===== config.mk =====
export PLATFORM = sky130hd
export DESIGN_NAME = icache_ctrl_flat
export DESIGN_NICKNAME = d
export VERILOG_FILES = /design/src/source/icache_pkg.sv /design/src/source/icache_array_if.sv /design/src/source/icache_ctrl.sv /design/src/flat_wrapper.sv
export VERILOG_INCLUDE_DIRS = /design/src /design/src/source
export SDC_FILE = /design/constraint.sdc
export NUM_CORES = 1
export LEC_CHECK = 0
export BUFFER_PORTS_ARGS = -buffer_cell sky130_fd_sc_hd__buf_4
export CAP_MARGIN = 15
export CELL_PAD_IN_SITES_DETAIL_PLACEMENT = 0
export CELL_PAD_IN_SITES_GLOBAL_PLACEMENT = 1
export CORE_ASPECT_RATIO = 1.2
export CORE_MARGIN = 2
export CORE_UTILIZATION = 22
export CTS_CLUSTER_SIZE = 24
export DETAILED_ROUTE_END_ITERATION = 16
export GPL_ROUTABILITY_DRIVEN = 0
export PLACE_DENSITY = 0.87
export SETUP_SLACK_MARGIN = 0.3
export SLEW_MARGIN = 25
export SYNTH_ARGS = -nofsm -noshare
export SYNTH_HDL_FRONTEND = slang
export SYNTH_SLANG_ARGS = --single-unit

===== constraint.sdc =====
create_clock -name clk_i -period 10.15 [get_ports clk_i]
set_input_delay 2.03 -clock clk_i [delete_from_list [all_inputs] [get_ports clk_i]]
set_output_delay 2.03 -clock clk_i [all_outputs]
set_load 0.01 [all_outputs]

===== src/source/icache_cfg.svh =====
/*
 * instruction cache geometry and address field widths
 */
`ifndef ICACHE_CFG_SVH
`define ICACHE_CFG_SVH

// base geometry
`define ICACHE_ADDR_W        32
`define ICACHE_WAYS          4
`define ICACHE_SETS          16
`define ICACHE_BEATS         4
`define ICACHE_BEAT_W        64
`define ICACHE_WORD_W        32
// bit 31 set marks io space
`define ICACHE_UNCACHED_BIT  31

// derived field widths
`define ICACHE_OFFSET_W      3
`define ICACHE_BEAT_IDX_W    2
`define ICACHE_SET_W         4
`define ICACHE_TAG_W         23

`endif

===== src/source/icache_pkg.sv =====
/*
 * instruction cache shared types
 */
`include "icache_cfg.svh"

package icache_pkg;

  // physical fetch and refill address
  typedef logic [`ICACHE_ADDR_W-1:0] addr_t;

  // address fields
  typedef logic [`ICACHE_TAG_W-1:0] tag_t;
  typedef logic [`ICACHE_SET_W-1:0] set_idx_t;
  typedef logic [`ICACHE_BEAT_IDX_W-1:0] beat_idx_t;

  // way numbering
  typedef logic [$clog2(`ICACHE_WAYS)-1:0] way_idx_t;
  // one flag per way
  typedef logic [`ICACHE_WAYS-1:0] way_vec_t;

  // payloads
  typedef logic [`ICACHE_BEAT_W-1:0] beat_t;
  typedef logic [`ICACHE_WORD_W-1:0] word_t;

endpackage


===== src/source/icache_array_if.sv =====
/*
 * icache array link between the fetch controller and the way storage
 */
`timescale 1ns/1ps

interface icache_array_if;
  import icache_pkg::*;

  // lookup side
  logic      rd_en;
  addr_t     rd_addr;
  logic      hit_ack;
  logic      hit;
  word_t     hit_word;
  // refill write side
  logic      data_we;
  logic      tag_we;
  beat_idx_t wr_beat;
  beat_t     wr_data;

  modport ctrl (
    output rd_en, rd_addr, data_we, tag_we, wr_beat, wr_data, hit_ack,
    input  hit, hit_word
  );

  modport arrays (
    input  rd_en, rd_addr, data_we, tag_we, wr_beat, wr_data, hit_ack,
    output hit, hit_word
  );
endinterface


===== src/source/icache_ctrl.sv =====
/*
 * icache controller: fetch handshake, lookup, line refill and uncacheable reads
 */
`timescale 1ns/1ps
`include "icache_cfg.svh"

module icache_ctrl (
  input  logic              clk_i,
  input  logic              rst_i,
  input  logic              flush_i,
  output logic              flush_done_o,
  output logic              cache_miss_o,
  input  logic              fetch_req_i,
  input  icache_pkg::addr_t fetch_addr_i,
  output logic              fetch_ready_o,
  output logic              fetch_valid_o,
  output icache_pkg::word_t fetch_data_o,
  output logic              mem_req_valid_o,
  input  logic              mem_req_ready_i,
  output icache_pkg::addr_t mem_req_addr_o,
  output logic              mem_req_single_o,
  input  logic              mem_rsp_valid_i,
  output logic              mem_rsp_ready_o,
  input  icache_pkg::beat_t mem_rsp_data_i,
  icache_array_if.ctrl      arr
);
  import icache_pkg::*;

  localparam int LINE_OFF_W = `ICACHE_OFFSET_W + `ICACHE_BEAT_IDX_W;
  localparam int CNT_W      = `ICACHE_BEAT_IDX_W + 1;

  typedef enum logic [1:0] {IDLE, LOOKUP, REFILL, UNCACHED} state_e;

  state_e           state_q, state_d;
  logic [CNT_W-1:0] cnt_q, cnt_d;
  addr_t            addr_q;
  logic             accept;
  logic             uncached;

  // ========================================
  // address and datapath
  // ========================================
  assign uncached         = addr_q[`ICACHE_UNCACHED_BIT];
  assign mem_req_single_o = uncached;
  // line aligned for refills, beat aligned for io reads
  assign mem_req_addr_o = uncached ?
    {addr_q[`ICACHE_ADDR_W-1:`ICACHE_OFFSET_W], {`ICACHE_OFFSET_W{1'b0}}} :
    {addr_q[`ICACHE_ADDR_W-1:LINE_OFF_W], {LINE_OFF_W{1'b0}}};

  // re-read uses the held address
  assign arr.rd_addr = (state_q == REFILL) ? addr_q : fetch_addr_i;
  assign arr.wr_data = mem_rsp_data_i;
  // beats come in address order, counter runs down
  assign arr.wr_beat = beat_idx_t'(`ICACHE_BEATS - cnt_q);

  // io word straight from the beat
  assign fetch_data_o = (state_q == UNCACHED) ?
    mem_rsp_data_i[addr_q[`ICACHE_OFFSET_W-1] * `ICACHE_WORD_W +: `ICACHE_WORD_W] :
    arr.hit_word;

  // ========================================
  // state machine
  // ========================================
  always_comb begin
    state_d = state_q;
    cnt_d = cnt_q;
    accept = 1'b0;
    arr.rd_en = 1'b0;
    arr.data_we = 1'b0;
    arr.tag_we = 1'b0;
    arr.hit_ack = 1'b0;
    fetch_ready_o = 1'b0;
    fetch_valid_o = 1'b0;
    mem_req_valid_o = 1'b0;
    mem_rsp_ready_o = 1'b0;
    flush_done_o = 1'b0;
    cache_miss_o = 1'b0;
    unique case (state_q)
      IDLE: begin
        // flush wins over a fetch
        flush_done_o  = flush_i;
        fetch_ready_o = !flush_i;
        accept        = fetch_req_i && !flush_i;
      end
      LOOKUP: begin
        if (!uncached && arr.hit) begin
          fetch_valid_o = 1'b1;
          fetch_ready_o = 1'b1;
          arr.hit_ack   = 1'b1;
          accept        = fetch_req_i;
          state_d       = IDLE;
        end else begin
          // miss or io, hold request until taken
          mem_req_valid_o = 1'b1;
          if (mem_req_ready_i) begin
            cache_miss_o = !uncached;
            cnt_d        = CNT_W'(`ICACHE_BEATS);
            state_d      = uncached ? UNCACHED : REFILL;
          end
        end
      end
      REFILL: begin
        if (cnt_q != '0) begin
          mem_rsp_ready_o = 1'b1;
          if (mem_rsp_valid_i) begin
            arr.data_we = 1'b1;
            // tag goes in with the last beat
            arr.tag_we  = (cnt_q == CNT_W'(1));
            cnt_d       = cnt_q - 1'b1;
          end
        end else begin
          arr.rd_en = 1'b1;
          state_d   = LOOKUP;
        end
      end
      UNCACHED: begin
        mem_rsp_ready_o = 1'b1;
        if (mem_rsp_valid_i) begin
          fetch_valid_o = 1'b1;
          state_d       = IDLE;
        end
      end
      default: state_d = IDLE;
    endcase
    if (accept) begin
      arr.rd_en = 1'b1;
      state_d   = LOOKUP;
    end
  end

  always_ff @(posedge clk_i or negedge rst_i) begin
    if (!rst_i) begin
      state_q <= IDLE;
      cnt_q   <= '0;
    end else begin
      state_q <= state_d;
      cnt_q   <= cnt_d;
    end
  end

  // accepted fetch address
  always_ff @(posedge clk_i) begin
    if (accept) addr_q <= fetch_addr_i;
  end
endmodule


===== src/flat_wrapper.sv =====
// flat-port wrapper written by rule: the top's interface ports become plain ports
module icache_ctrl_flat import icache_pkg::*;
  (clk_i, rst_i, flush_i, flush_done_o, cache_miss_o, fetch_req_i, fetch_addr_i, fetch_ready_o, fetch_valid_o, fetch_data_o, mem_req_valid_o, mem_req_ready_i, mem_req_addr_o, mem_req_single_o, mem_rsp_valid_i, mem_rsp_ready_o, mem_rsp_data_i, arr_rd_en, arr_rd_addr, arr_data_we, arr_tag_we, arr_wr_beat, arr_wr_data, arr_hit_ack, arr_hit, arr_hit_word);
  icache_array_if arr_i ();
  input  logic clk_i;
  input  logic rst_i;
  input  logic flush_i;
  output logic flush_done_o;
  output logic cache_miss_o;
  input  logic fetch_req_i;
  input  icache_pkg::addr_t fetch_addr_i;
  output logic fetch_ready_o;
  output logic fetch_valid_o;
  output icache_pkg::word_t fetch_data_o;
  output logic mem_req_valid_o;
  input  logic mem_req_ready_i;
  output icache_pkg::addr_t mem_req_addr_o;
  output logic mem_req_single_o;
  input  logic mem_rsp_valid_i;
  output logic mem_rsp_ready_o;
  input  icache_pkg::beat_t mem_rsp_data_i;
  output wire logic [$bits(arr_i.rd_en)-1:0] arr_rd_en;
  output wire logic [$bits(arr_i.rd_addr)-1:0] arr_rd_addr;
  output wire logic [$bits(arr_i.data_we)-1:0] arr_data_we;
  output wire logic [$bits(arr_i.tag_we)-1:0] arr_tag_we;
  output wire logic [$bits(arr_i.wr_beat)-1:0] arr_wr_beat;
  output wire logic [$bits(arr_i.wr_data)-1:0] arr_wr_data;
  output wire logic [$bits(arr_i.hit_ack)-1:0] arr_hit_ack;
  input wire logic [$bits(arr_i.hit)-1:0] arr_hit;
  input wire logic [$bits(arr_i.hit_word)-1:0] arr_hit_word;
  assign arr_rd_en = arr_i.rd_en;
  assign arr_rd_addr = arr_i.rd_addr;
  assign arr_data_we = arr_i.data_we;
  assign arr_tag_we = arr_i.tag_we;
  assign arr_wr_beat = arr_i.wr_beat;
  assign arr_wr_data = arr_i.wr_data;
  assign arr_hit_ack = arr_i.hit_ack;
  assign arr_i.hit = arr_hit;
  assign arr_i.hit_word = arr_hit_word;
  icache_ctrl u_core (.clk_i(clk_i), .rst_i(rst_i), .flush_i(flush_i), .flush_done_o(flush_done_o), .cache_miss_o(cache_miss_o), .fetch_req_i(fetch_req_i), .fetch_addr_i(fetch_addr_i), .fetch_ready_o(fetch_ready_o), .fetch_valid_o(fetch_valid_o), .fetch_data_o(fetch_data_o), .mem_req_valid_o(mem_req_valid_o), .mem_req_ready_i(mem_req_ready_i), .mem_req_addr_o(mem_req_addr_o), .mem_req_single_o(mem_req_single_o), .mem_rsp_valid_i(mem_rsp_valid_i), .mem_rsp_ready_o(mem_rsp_ready_o), .mem_rsp_data_i(mem_rsp_data_i), .arr(arr_i));
endmodule

==> summary.txt <==
Critical path
  – Crit-path max FO: 33
  – Worst Path Arrival: roughly 3400 ps
  – Crit start category: input port
  – FF-to-FF path depth: 4
  – WP data required: approximately 8000 ps
  – Endpoint class of the critical path: primary output
  – Setup CP Type: input port to primary output

Floorplanning
  – Core Region: about 14000 um^2
  – Row count: 47
  – Die area: about 15000 um^2
  – # IOs: between 300 and 400
  – Die width: 113.3 um
  – Initial Util: a little under a quarter
  – Die Ht: 135.2 um

Synth
  – Synth Area per Inst: between 9 and 10 um^2
  – Syn Std Cell Area: 3154 um^2
  – Cell variety after synth: 36
  – Warnings from Yosys: 0
  – Synth Register Bits: 37
  – Sequential cell area fraction in the yosys report: about 34%
  – Mapped Cells: between 300 and 400

Final layout
  – Most common cell after layout, fill and taps aside: buf_4
  – Share of cells above drive strength 1: between 60% and 70%
  – Most frequent cells in the layout: buf_4 (307), nor2_1 (33), a21oi_1 (33), mux2i_1 (32), edfxtp_1 (32)
  – Fill cells: 1394
  – Final #Nets: 663
  – Area Overhead vs Synth: 60.53%
  – Ant diodes: 0

Global routing
  – First-pass GRT wire length: 16080 um
  – Total global-route track usage: 13.30%
  – Gr ovfl total: 0
  – Vias in the first global route: 2940
  – Initial antenna violation count: 0
  – Pin count of the biggest net entering global routing: 66

Route
  – Vias per cell: ~4.3
  – Via count: 2977
  – Wirelength per Cell: 16.26 um
  – Initial drt markers: 120
  – ANT nets after route: 0
  – DRC Markers: 0
  – First-pass DRT Iterations: 4
  – Final wirelength: between 10000 and 15000 um

CTS
  – Maximum buffer depth of the clock tree: 2
  – H-tree Lvls: 2
  – TritonCTS Buffers: 5
  – CTS tree: built
  – Worst-path clk slew: 50 ps
  – Post-CTS setup buffers: 0
  – # clock sinks: 37
  – Hold-fix buffers, CTS: 0
  – Worst skew pair latency: between 200 and 300 ps
  – Root buf cell: clkbuf_16
  – Post-cts gate resize count: 0

Power
  – Power per cell area: 188.2 nW/um^2
  – Worst VDD drop: around 0.13 mV
  – Lkg Pwr: 2.486 nW

Timing
  – Fin crit share: a little over half
  – Final setup vio count: 0
  – Least-Margin Pin Slew: ~1000 ps
  – Slew Viols, Final: 0
  – Fmax: about 180 MHz
  – Minimum clock period: between 5000 and 6000 ps
  – Worst setup margin: roughly 4700 ps
  – Clock Skew: between 7 and 8 ps
  – Final hold vios: 0
  – Slew HR: between 30% and 40%
  – Setup TNS Final: 0 ps
  – RSZ-0062 raised after global routing: no
  – Hold WS: 539.5 ps

Flow run
  – Maxcap violations: 0

Hold path
  – WHS Path Cells: 1
  – HP Class: register to register

Status
  – Status: complete, no violations

Place
  – Dpl hpwl: between 9000 and 10000 um
  – Port Buffer Count: ~300
  – Pre-CTS setup slack: around 4700 ps
## per-stage QoR
step	power (mW)	cells	area (um^2)	util, %
4_1_cts	0.9621	697	5064	36.49
3_3_place_gp	0.7742	689	4897	35.29
5_1_grt	1.009	697	5064	36.49
2_1_floorplan	0.5533	322	3163	-
6_report	0.9528	697	5064	36.49
3_5_place_dp	0.7839	689	4897	35.29
## final timing paths
kind / start / endpoint / slack [ps]
setup / recovery: flush_i / arr_rd_en / 4720
hold / removal: u_core.cnt_q[0] / u_core.cnt_q[0] / 540
setup reg to reg: u_core.state_q[1] / u_core.cnt_q[2] / 7980
hold reg to reg: u_core.cnt_q[0] / u_core.cnt_q[0] / 540
max in group asynchronous: rst_i / u_core.state_q[0] / 8500
min in group asynchronous: rst_i / u_core.cnt_q[0] / 1540
## power breakdown
| group | internal (mW) | switching, mW |
|---|---|---|
| clock | 0.115 | 0.0581 |
| combinational | 0.281 | 0.264 |
| sequential | 0.205 | 0.0296 |
| total | 0.601 | 0.352 |
## flip-flops by register name (all words and copies together) (netlist names)
signal and cells:
u_core.state_q 2, u_core.addr_q 32, u_core.cnt_q 3
## worst max-delay path: stages
cell and delay [ps]:
buf_4 120, nor2b_1 140, a2111oi_2 350, buf_4 430
o21bai_1 180, buf_4 140
## area by class of cell
type                            instances  area [um^2]  share of cell area, %
Timing Repair Buffer                  307         2305                  45.52
Clock inverter                          3        41.29                 0.8154
Clock buffer                            5        125.1                  2.471
Multi-Input combinational cell        168         1270                  25.08
Tap cell                              171        214.0                  4.225
Inverter                                6        22.52                 0.4448
Sequential cell                        37         1086                  21.45
## synthesized netlist by cell type
cell / number / share of area (%)
buf_4: 98 / 23
a21oi_1: 33 / 5.2
nor2_1: 33 / 3.9
edfxtp_1: 32 / 30
mux2i_1: 32 / 10
mux2_2: 18 / 6.4
mux2_1: 14 / 5.0
buf_2: 11 / 1.7
dfrtp_1: 5 / 4.0
inv_1: 5 / 0.60
nor2b_1: 4 / 0.79
and2_1: 3 / 0.60
ha_1: 3 / 1.2
nand2_1: 3 / 0.36
clkbuf_1: 2 / 0.24
nand2b_1: 2 / 0.40
nand3_1: 2 / 0.32
nor3b_1: 2 / 0.48
a2111oi_0: 1 / 0.28
a21o_1: 1 / 0.24
a22o_1: 1 / 0.28
conb_1: 1 / 0.12
inv_2: 1 / 0.12
mux4_2: 1 / 0.71
nand2b_4: 1 / 0.44
nand3_4: 1 / 0.56
nand4_1: 1 / 0.20
nor3_1: 1 / 0.16
o211a_1: 1 / 0.32
o21a_1: 1 / 0.24
o21ai_0: 1 / 0.16
o21ai_1: 1 / 0.16
o21bai_1: 1 / 0.24
o22ai_1: 1 / 0.20
or2_1: 1 / 0.20
or3_1: 1 / 0.20
## cells by family after synthesis
logic type	synth area share [%]
other	0.1189
and+or+nand+nor	8.608
adders and majority gates	1.190
DFF	34.43
buffers and inverters	26.02
AOI/OAI and AO/OA	7.339
muxes	22.29
## routing by layer
layer,vias up,global-route usage (%),routed length (um)
met5,-,0,0
met4,0,3.388,135
met3,9,2.461,1077
met2,209,25.38,5922
met1,1343,15.12,4196
li1,1416,-,-
Power figures use the tool's default switching activity.
